### src/logic/core_macros.svh
`ifndef CORE_MACROS_SVH
`define CORE_MACROS_SVH

// outstanding operations, power of two
`define ROB_DEPTH 8

// ring index width, tags carry one extra wrap bit
`define TAG_W ($clog2(`ROB_DEPTH))

// operand and result width
`define DATA_W 16

// multiplier pipeline stages
`define MUL_LAT 3

`endif

### src/logic/core_pkg.sv
`default_nettype none

`include "core_macros.svh"

package core_pkg;

	typedef enum logic [2:0] {
		OP_ADD = 3'd0,
		OP_SUB = 3'd1,
		OP_AND = 3'd2,
		OP_OR  = 3'd3,
		OP_XOR = 3'd4,
		OP_SHL = 3'd5,
		OP_SHR = 3'd6,
		OP_MUL = 3'd7
	} opcode_e;

	typedef enum logic {
		UNIT_ALU = 1'b0,
		UNIT_MUL = 1'b1
	} unit_e;

	// tag layout follows the loop pointer: index in [TAG_W:1], wrap in [0]
	typedef struct packed {
		opcode_e op;
		unit_e unit;
		logic [`DATA_W-1:0] a;
		logic [`DATA_W-1:0] b;
		logic [`TAG_W:0] tag;
	} issue_t;

	function automatic logic [`TAG_W:0] ring_inc(input logic [`TAG_W:0] ptr);
		logic [`TAG_W:0] nxt;
		nxt[`TAG_W:1] = ptr[`TAG_W:1] + 1'b1;
		// wrap bit flips when the index rolls over
		nxt[0] = (&ptr[`TAG_W:1]) ? ~ptr[0] : ptr[0];
		return nxt;
	endfunction

endpackage

`default_nettype wire

### src/logic/issue_if.sv
`default_nettype none

`include "core_macros.svh"

interface issue_if;
	import core_pkg::*;

	logic issue_valid;
	issue_t issue;

	modport decode_mp (
		output issue_valid,
		output issue
	);

	modport exec_mp (
		input issue_valid,
		input issue
	);

endinterface

`default_nettype wire

### src/logic/wb_if.sv
`default_nettype none

`include "core_macros.svh"

interface wb_if;
	logic alu_valid;
	logic [`TAG_W:0] alu_tag;
	logic [`DATA_W-1:0] alu_data;
	logic mul_valid;
	logic [`TAG_W:0] mul_tag;
	logic [`DATA_W-1:0] mul_data;

	modport exec_mp (
		output alu_valid, alu_tag, alu_data,
		output mul_valid, mul_tag, mul_data
	);

	// both ports may write in the same cycle
	modport result_mp (
		input alu_valid, alu_tag, alu_data,
		input mul_valid, mul_tag, mul_data
	);

endinterface

`default_nettype wire

### src/logic/exec_units.sv
`default_nettype none

`include "core_macros.svh"

module exec_units (
	input logic clk,
	input logic rst_i,
	issue_if.exec_mp issue,
	wb_if.exec_mp wb
);
	import core_pkg::*;

	localparam int SH_W = $clog2(`DATA_W);
	localparam int HALF = `DATA_W / 2;
	localparam int LAST = `MUL_LAT - 1;

	logic alu_go;
	logic mul_go;
	logic [`DATA_W-1:0] op_a;
	logic [`DATA_W-1:0] op_b;
	logic [`DATA_W-1:0] alu_res;
	logic [`DATA_W-1:0] lo_pp;
	logic [`DATA_W-1:0] hi_pp;
	logic [`DATA_W-1:0] mul_a;
	logic [HALF-1:0] mul_bh;
	logic [`MUL_LAT-1:0] mul_v;
	logic [`MUL_LAT-1:0][`TAG_W:0] mul_tag;
	logic [`MUL_LAT-1:0][`DATA_W-1:0] mul_p;

	assign op_a = issue.issue.a;
	assign op_b = issue.issue.b;
	assign alu_go = issue.issue_valid & (issue.issue.unit == UNIT_ALU);
	assign mul_go = issue.issue_valid & (issue.issue.unit == UNIT_MUL);

	always_comb begin
		case (issue.issue.op)
			OP_ADD: alu_res = op_a + op_b;
			OP_SUB: alu_res = op_a - op_b;
			OP_AND: alu_res = op_a & op_b;
			OP_OR:  alu_res = op_a | op_b;
			OP_XOR: alu_res = op_a ^ op_b;
			OP_SHL: alu_res = op_a << op_b[SH_W-1:0];
			OP_SHR: alu_res = op_a >> op_b[SH_W-1:0];
			default: alu_res = '0;
		endcase
	end

	always_ff @(posedge clk or negedge rst_i) begin
		if (~rst_i) begin
			wb.alu_valid <= 1'b0;
		end else begin
			wb.alu_valid <= alu_go;
		end
	end

	always_ff @(posedge clk) begin
		wb.alu_tag <= issue.issue.tag;
		wb.alu_data <= alu_res;
	end

	// low half of b in stage 0, high half added in stage 1
	assign lo_pp = op_a * {{HALF{1'b0}}, op_b[HALF-1:0]};
	assign hi_pp = (mul_a * {{HALF{1'b0}}, mul_bh}) << HALF;

	always_ff @(posedge clk or negedge rst_i) begin
		if (~rst_i) begin
			mul_v <= '0;
		end else begin
			mul_v <= {mul_v[`MUL_LAT-2:0], mul_go};
		end
	end

	always_ff @(posedge clk) begin
		mul_a <= op_a;
		mul_bh <= op_b[`DATA_W-1:HALF];
		mul_tag[0] <= issue.issue.tag;
		mul_p[0] <= lo_pp;
		mul_tag[1] <= mul_tag[0];
		mul_p[1] <= mul_p[0] + hi_pp;
		// remaining stages only delay
		for (int i = 2; i < `MUL_LAT; i++) begin
			mul_tag[i] <= mul_tag[i-1];
			mul_p[i] <= mul_p[i-1];
		end
	end

	assign wb.mul_valid = mul_v[LAST];
	assign wb.mul_tag = mul_tag[LAST];
	assign wb.mul_data = mul_p[LAST];

endmodule

`default_nettype wire

### src/logic/op_decode.sv
`default_nettype none

`include "core_macros.svh"

module op_decode (
	input logic clk,
	input logic rst_i,
	input logic in_valid_i,
	input logic [2:0] in_op_i,
	input logic [`DATA_W-1:0] in_a_i,
	input logic [`DATA_W-1:0] in_b_i,
	input logic [`TAG_W:0] head_ptr_i,
	output logic full_o,
	issue_if.decode_mp issue
);
	import core_pkg::*;

	logic [`TAG_W:0] tail;
	logic accept;
	logic same_idx;
	logic wrap_diff;
	opcode_e op;
	unit_e unit;
	issue_t issue_d;

	// full when indexes match but the wrap bits differ
	assign same_idx = (tail[`TAG_W:1] == head_ptr_i[`TAG_W:1]);
	assign wrap_diff = tail[0] ^ head_ptr_i[0];
	assign full_o = same_idx & wrap_diff;

	assign accept = in_valid_i & ~full_o;

	always_comb begin
		op = opcode_e'(in_op_i);
		case (op)
			OP_MUL: unit = UNIT_MUL;
			default: unit = UNIT_ALU;
		endcase
	end

	always_comb begin
		issue_d.op = op;
		issue_d.unit = unit;
		issue_d.a = in_a_i;
		issue_d.b = in_b_i;
		// tag is the slot this operation will retire from
		issue_d.tag = tail;
	end

	always_ff @(posedge clk or negedge rst_i) begin
		if (~rst_i) begin
			tail <= '0;
			issue.issue_valid <= 1'b0;
		end else begin
			issue.issue_valid <= accept;
			if (accept) begin
				tail <= ring_inc(tail);
			end
		end
	end

	always_ff @(posedge clk) begin
		if (accept) begin
			issue.issue <= issue_d;
		end
	end

endmodule

`default_nettype wire

### src/logic/ordered_alu_top.sv
`default_nettype none

`include "core_macros.svh"

module ordered_alu_top (
	input logic clk,
	input logic rst_i,
	input logic in_valid_i,
	input logic [2:0] in_op_i,
	input logic [`DATA_W-1:0] in_a_i,
	input logic [`DATA_W-1:0] in_b_i,
	input logic out_stall_i,
	output logic full_o,
	output logic out_valid_o,
	output logic [`DATA_W-1:0] out_data_o
);

	logic [`TAG_W:0] head_ptr;

	issue_if issue_bus ();
	wb_if wb_bus ();

	// decode and tag allocation
	op_decode u_decode (
		.clk        (clk),
		.rst_i      (rst_i),
		.in_valid_i (in_valid_i),
		.in_op_i    (in_op_i),
		.in_a_i     (in_a_i),
		.in_b_i     (in_b_i),
		.head_ptr_i (head_ptr),
		.full_o     (full_o),
		.issue      (issue_bus.decode_mp)
	);

	// results finish out of order here
	exec_units u_exec (
		.clk   (clk),
		.rst_i (rst_i),
		.issue (issue_bus.exec_mp),
		.wb    (wb_bus.exec_mp)
	);

	retire_buffer u_retire (
		.clk         (clk),
		.rst_i       (rst_i),
		.wb          (wb_bus.result_mp),
		.out_stall_i (out_stall_i),
		.head_ptr_o  (head_ptr),
		.out_valid_o (out_valid_o),
		.out_data_o  (out_data_o)
	);

endmodule

`default_nettype wire

### src/logic/retire_buffer.sv
`default_nettype none

`include "core_macros.svh"

module retire_buffer (
	input logic clk,
	input logic rst_i,
	wb_if.result_mp wb,
	input logic out_stall_i,
	output logic [`TAG_W:0] head_ptr_o,
	output logic out_valid_o,
	output logic [`DATA_W-1:0] out_data_o
);
	import core_pkg::*;

	logic [`DATA_W-1:0] data_mem [`ROB_DEPTH];
	logic [`ROB_DEPTH-1:0] done;
	logic [`TAG_W:0] head;
	logic [`TAG_W-1:0] head_idx;
	logic [`TAG_W-1:0] alu_idx;
	logic [`TAG_W-1:0] mul_idx;
	logic retire;

	// entries are addressed without the wrap bit
	assign head_idx = head[`TAG_W:1];
	assign alu_idx = wb.alu_tag[`TAG_W:1];
	assign mul_idx = wb.mul_tag[`TAG_W:1];

	assign retire = ~out_stall_i & done[head_idx];
	assign head_ptr_o = head;

	always_ff @(posedge clk or negedge rst_i) begin
		if (~rst_i) begin
			done <= '0;
			head <= '0;
			out_valid_o <= 1'b0;
		end else begin
			out_valid_o <= retire;
			if (retire) begin
				done[head_idx] <= 1'b0;
				head <= ring_inc(head);
			end
			// new results never land on the retiring slot
			if (wb.alu_valid) begin
				done[alu_idx] <= 1'b1;
			end
			if (wb.mul_valid) begin
				done[mul_idx] <= 1'b1;
			end
		end
	end

	always_ff @(posedge clk) begin
		if (wb.alu_valid) begin
			data_mem[alu_idx] <= wb.alu_data;
		end
		if (wb.mul_valid) begin
			data_mem[mul_idx] <= wb.mul_data;
		end
	end

	always_ff @(posedge clk) begin
		if (retire) begin
			out_data_o <= data_mem[head_idx];
		end
	end

endmodule

`default_nettype wire

### config.mk
export PLATFORM = sky130hd
export DESIGN_NAME = ordered_alu_top
export DESIGN_NICKNAME = d
export VERILOG_FILES = /design/src/logic/core_pkg.sv /design/src/logic/issue_if.sv /design/src/logic/wb_if.sv /design/src/logic/exec_units.sv /design/src/logic/op_decode.sv /design/src/logic/ordered_alu_top.sv /design/src/logic/retire_buffer.sv
export VERILOG_INCLUDE_DIRS = /design/src /design/src/logic
export SDC_FILE = /design/constraint.sdc
export NUM_CORES = 1
export LEC_CHECK = 0
export ABC_AREA = 1
export BUFFER_PORTS_ARGS = -buffer_cell sky130_fd_sc_hd__buf_2
export CAP_MARGIN = 20
export CORE_MARGIN = 2
export CORE_UTILIZATION = 39
export CTS_CLUSTER_SIZE = 25
export DETAILED_ROUTE_END_ITERATION = 10
export PLACE_DENSITY_LB_ADDON = 0.05
export SYNTH_ARGS = -nofsm -noshare
export SYNTH_HDL_FRONTEND = slang
export SYNTH_SLANG_ARGS = --single-unit
### constraint.sdc
create_clock -name clk -period 6.05 [get_ports clk]
set_input_delay 1.21 -clock clk [delete_from_list [all_inputs] [get_ports clk]]
set_output_delay 1.21 -clock clk [all_outputs]
set_load 0.02 [all_outputs]
# Word-level counts from Yosys, hierarchy flattened
# Memory sizes are Yosys's and may differ from the RTL's. A register that Yosys moved wholly into a read port is not among the register bits.
# Index checks and enable logic that the tools add are counted.
word_totals:
  regBits: 162
  ramBits: 128
  in_bits: 39
  out_inout_bits: 18
  word_cells: 88
  memories: 1
mem_list:
  columns: ["name", "depth", "word_bits", "rd", "rd_ports_with_merged_regs", "write_ports", "line_no", "text"]
  rows:
  - ["u_retire.data_mem", 8, 16, 1, 1, 2, "retire_buffer.sv:16", "logic [`DATA_W-1:0] data_mem [`ROB_DEPTH];"]
classes:
  n_addsub: 5
  n_mul: 2
  order_cmp: 6
  eq_ne: 8
  n_shift: 2
  mux: 17
  bitwise_logic: 18
  reduce_logical: 6
ops:
  columns: ["op", "count"]
  rows:
  - ["one-hot mux 16 bit (7 select lines)", 1]
  - ["adder 16 bit", 2]
  - ["two-way mux 8 bit", 3]
  - ["bitwise AND 16 bit", 1]
  - ["multiplier 16 x 8 -> 16 bit", 1]
  - ["multiplier 16 x 8 -> 8 bit", 1]
  - ["bitwise OR 16 bit", 1]
  - ["bitwise OR 8 bit", 2]
  - ["left shift 16 x 4 -> 16 bit", 1]
  - ["right shift 16 x 4 -> 16 bit", 1]
  - ["subtractor 16 bit", 1]
  - ["bitwise XOR 16 bit", 1]
  - ["equality test 3 bit, second input constant", 4]
  - ["< comparator 3 x 4 -> 1 bit, second input constant", 3]
  - ["demux 1 bit (select 3 bit)", 3]
  - ["greater-or-equal comparator 3 x 1 -> 1 bit, second input constant", 3]
  - ["two-way mux 1 bit", 9]
  - ["bitwise AND 8 bit", 1]
  - ["NOT 8 bit", 1]
  - ["AND reduction 4 bit", 2]
  - ["adder 3 x 1 -> 3 bit, second input constant", 2]
  - ["equality test 3 x 2 -> 1 bit, second input constant", 2]
  - ["bitwise AND 1 bit", 5]
  - ["NOT 1 bit", 5]
  - ["6 further kinds", 8]

# Longest topological paths before layout
depth:
  depth_word: 11
  mapped_depth: 21
  ltp_nobuf: 20

# Cells and area by module
# Synthesis repeated with hierarchy kept, for this count alone.
hier_totals:
  cells_unflattened: 2230
  hier_area_um2: 18795.5
by_module_without_submodules:
  columns: ["mod", "instances", "cells_per_inst", "area_per_inst_um2", "seq_area_each_um2"]
  rows:
  - ["exec_units", 1, 1380, 9719.3, 1941.9]
  - ["retire_buffer", 1, 762, 7551.0, 4649.5]
  - ["op_decode", 1, 88, 1525.2, 1326.3]

# Worst setup path after synthesis
# Ideal clock, no wire load.
synth_timing:
  path_kind: "register -> register"
  startpoint: "register u_decode.issue.issue[6] (netlist name)"
  endpoint: "register u_exec.mul_p[12] (netlist name)"
  setup_time_ps: 121
  arrival_time_ps: 4233
  t_required_ps: 5929
  slack_ps: 1696
  stages_incl_launch_ff: 20
  n_path_buf: 3
  synth_period_minus_slack_ps: 4354
  cell_sequence: "edfxtp_1 > buf_2 > buf_1 > clkbuf_1 > nand2_1 > fa_1 > fa_1 > inv_1 > fa_1 > inv_1 > fa_1 > inv_1 > ha_1 > nand2_1 > a21oi_1 > nor3_1 > nand2_1 > nand3_1 > nand2_1 > xor2_1"
synth_via:
  elab_chain_cells: 1
synth_lines:
  columns: ["element", "line_no", "text"]
  rows:
  - ["multiplier 16 x 8 -> 16 bit", "exec_units.sv:62", "assign lo_pp = op_a * {{HALF{1'b0}}, op_b[HALF-1:0]};"]
  - ["named net u_exec.lo_pp[12]", "exec_units.sv:22", "logic [`DATA_W-1:0] lo_pp;"]
  - ["to (signal, indexed assignment)", "exec_units.sv:83", "mul_p[i] <= mul_p[i-1];"]
  - ["to (decl)", "exec_units.sv:28", "logic [`MUL_LAT-1:0][`DATA_W-1:0] mul_p;"]
# The timed path passes the listed nets, and every way through them passes these cells.
# A chain may end at the register's enable or synchronous reset.

# Worst setup path after layout
layout_timing:
  startpoint: "register u_decode.issue.issue[6] (netlist name)"
  endpoint: "register u_exec.mul_p[13] (netlist name)"
layout_via:
  elab_chain_cells: 1
layout_lines:
  columns: ["element", "line_no"]
  rows:
  - ["multiplier 16 x 8 -> 16 bit", "exec_units.sv:62"]
  - ["named net u_exec.lo_pp[13]", "exec_units.sv:22"]
# The timed path passes the listed nets, and every way through them passes these cells.

==> metrics <==
# nets final 2443; Post-DRT Antenna Nets 0; max-cap violation count 0; largest family of logic cells by synthesized area simple AND/OR/NAND/NOR gates; hold slack 0.324 ns; worst hold path type register to register; Final Hold Vio Count 0; asr flop ratio synth 7.48%; Buf/Inv on CP 4; Area Overhead vs Synth 11.2%; Slowest cell on crit path edfxtp_1; CP cell instances buf_4, nand2_1, inv_1, fa_1, ha_1, inv_1, fa_1, fa_1, inv_1, ha_1, nand2_1, o21ai_0, nand2_1, nand2_1, nand3_1, nand2_1, xor2_1; Yosys reg bits 294; Startpoint Class register; Detail Placement HPWL 38000 um; mux share of post-synthesis cell area 0.273%; fin crit share 72.1%; Slew Limit Headroom 28.2%; Post-CTS Hold Fix Bufs 0; Ports 57; layout cell share with drive strength beyond 1 7.12%; Post-Place Setup Slack 1.70 ns; gpl congestion 0.941; die width 221 um; wire length per cell 18.8 um; crit-path most repeated cell nand2_1; die area 48700 sq um; Avg Vias per Cell 4.99; Clock Tree Buf Depth 3; 1st-iter DRT viols 1247; critical path depth 17; 1st-pass router iterations 5; syn avg cell area 8.32 sq um; crit-path max cell delay 0.60 ns; power after layout 11.4 mW; Inst Count DP 2800; slew of the pin with the lowest slew margin 1.07 ns; complex-gate fraction of the synthesized area 12.1%; Mapped Nets 2413; initial antenna violation count 2; number of port buffers 56; Worst-path clk slew 0.06 ns; RR Startpoint u_decode.issue.issue[6]$_DFFE_PP_; RR Endpoint u_exec.mul_p[13]$_DFF_P_; outcome complete, no violations; GRT Util Overall 22.6%; H-tree depth 2; DRC errors left 0; Setup Crit Path Kind register to register; initial core utilization 39.4%; min Tclk post-route 4.36 ns; antenna cells 0; Synth top area share 30.0%; CTS tree yes; critical path required time 6.55 ns; vias 14305; # rows 79; Post-DP Area 19200 sq um; global-route wire length before repair 82500 um; Ys Warns 0; vias in the first global route 13648; hold_sp u_exec.mul_p[23]$_DFF_P_; Netlist cell types 49; setup TNS 0 ns; synthesized instance count 2202; Synth Area in XOR/XNOR 2.06%; Synth Area in Adders 14.8%; Crit. End Element register; Core ar. 46500 sq um; largest cells by area after synthesis edfxtp_1 30%, nand2_1 12%, dfxtp_1 9.7%, fa_1 8.1%, o21ai_0 7.2%; RSZ-0062 raised after global routing no; final core occ 43.8%; post-cts resize count 0; hold endpoint u_exec.wb.mul_data[7]$_DFF_P_; worst hold path stage count 0; crit-path max FO 35; gr ovfl total 0; Setup-failing EPs final 0; Layout Cells excl Fill 2868; family with the most delay on the worst path adder cells; WP data arrival 4.86 ns; Worst-Skew Late Latency 0.58 ns; Die Height 221 um; Clock Tree Root clkbuf_16; Synth Flop Type edfxtp_1; final wirelength 53900 um; post-route cell area 20400 sq um; Setup Buffers After CTS 0; final slew viol count 0; CTS Buf Count 37; Final WS setup 1.69 ns; Yosys top cell by area edfxtp_1; Sink Count 294; Pwr Density 557 nW/um^2; largest net degree at the start of global routing 76; post-synthesis cell area 18300 sq um; Leak 9.63 nW; worst reg2reg path depth 17; Post-synth EDFFs 183; Max IR drop VDD 0.769 mV; achievable clock frequency 0.229 GHz; Seq/Total Area, Yosys 42.7%; Clock Skew 0.0428 ns; simple-gate share of the synthesized area 19.0%; reg2reg setup slack 1.69 ns
[Yosys cell counts, types with 2 or more instances]
master and n:
a211oi_1 3, a21oi_1 66, a31oi_1 2, and2_1 2
buf_1 6, buf_2 38, buf_4 3, clkbuf_1 43
dfrtp_1 22, dfxtp_1 89, edfxtp_1 183, fa_1 74
ha_1 98, inv_1 329, inv_2 5, mux2i_1 5
nand2_1 571, nand2_2 2, nand3_1 94, nand3b_1 4
nand4_1 11, nor2_1 156, nor2_2 2, nor2_4 3
nor3_1 9, o2111ai_1 17, o211ai_1 14, o211ai_2 2
o21a_1 20, o21ai_0 264, o21ai_1 2, o21bai_1 3
or2_2 3, xnor2_1 9, xor2_1 34
[cell type report]
cell class / instances / area (sq um)
clock buffers: 55 / 1060
clock inverters: 13 / 151
fillers: 4660 / 26100
inverters: 335 / 1260
multi-input cells: 1482 / 8840
flip-flops and latches: 294 / 7830
well taps: 607 / 759
repair buffers: 82 / 475
[how the worst max path moves through the flow]
stage	from	endpoint	slack, ns
global route	u_decode.issue.issue[6]$_DFFE_PP_	u_exec.mul_p[13]$_DFF_P_	1.31
detailed placement	u_decode.issue.issue[6]$_DFFE_PP_	u_exec.mul_p[13]$_DFF_P_	1.70
finish	u_decode.issue.issue[6]$_DFFE_PP_	u_exec.mul_p[13]$_DFF_P_	1.69
CTS	u_decode.issue.issue[6]$_DFFE_PP_	u_exec.mul_p[13]$_DFF_P_	1.70
global placement	u_decode.issue.issue[6]$_DFFE_PP_	u_exec.mul_p[13]$_DFF_P_	1.77
floorplan	u_decode.issue.issue[6]$_DFFE_PP_	u_exec.mul_p[12]$_DFF_P_	1.70
[where the power goes]
group	total [mW]	switching (mW)	internal (mW)
Sequential	3.43	0.502	2.93
Clock	2.22	0.906	1.31
Combinational	5.70	3.63	2.07
[cell usage in the layout, fill, tap and decap left out, drive strengths merged, types with 2 or more instances in the layout]
cell	instances
dfxtp	89
bufinv	2
nand3	94
o211ai	16
o21ai	268
o21bai	3
o2111ai	17
edfxtp	183
clkinv	9
nor2	161
a21oi	66
xnor2	9
fa	74
a31oi	2
mux2i	5
nand2	573
and2	2
or2	3
xor2	34
inv	337
clkbuf	55
ha	98
nand3b	4
dfrtp	22
nand4	11
nor3	11
o21a	20
buf	82
a211oi	3
[per-layer routing]
metal  track usage, %  up-vias  share of wire, %  wire, um
li1                 -     7174                 -         -
met1             29.7     6675                44     23700
met2             38.1      362                48     25800
met3             2.98       92               4.7      2530
met4             8.69        2               3.5      1890
met5                0        -             0.015         8
[cell families (layout without fill, tap and decap cells)]
group | count (synthesis) | in the layout
simple gates | 861 | 861
buf+inv | 426 | 485
compound gates | 401 | 401
flops | 294 | 294
fa+ha+maj | 172 | 172
xor+xnor | 43 | 43
mux | 5 | 5
[flip-flops by register name, summed over array words and instances (netlist names), 4 cells and up]
signal / flops
u_decode.issue.issue: 39
u_decode.tail: 4
u_exec.mul_a: 8
u_exec.mul_bh: 8
u_exec.mul_p: 32
u_exec.wb.alu_data: 16
u_exec.wb.mul_data: 16
u_retire.data_mem: 128
u_retire.done: 8
u_retire.head_ptr_o: 4
u_retire.out_data_o: 16
No activity file was read; power rests on OpenSTA's default activity.
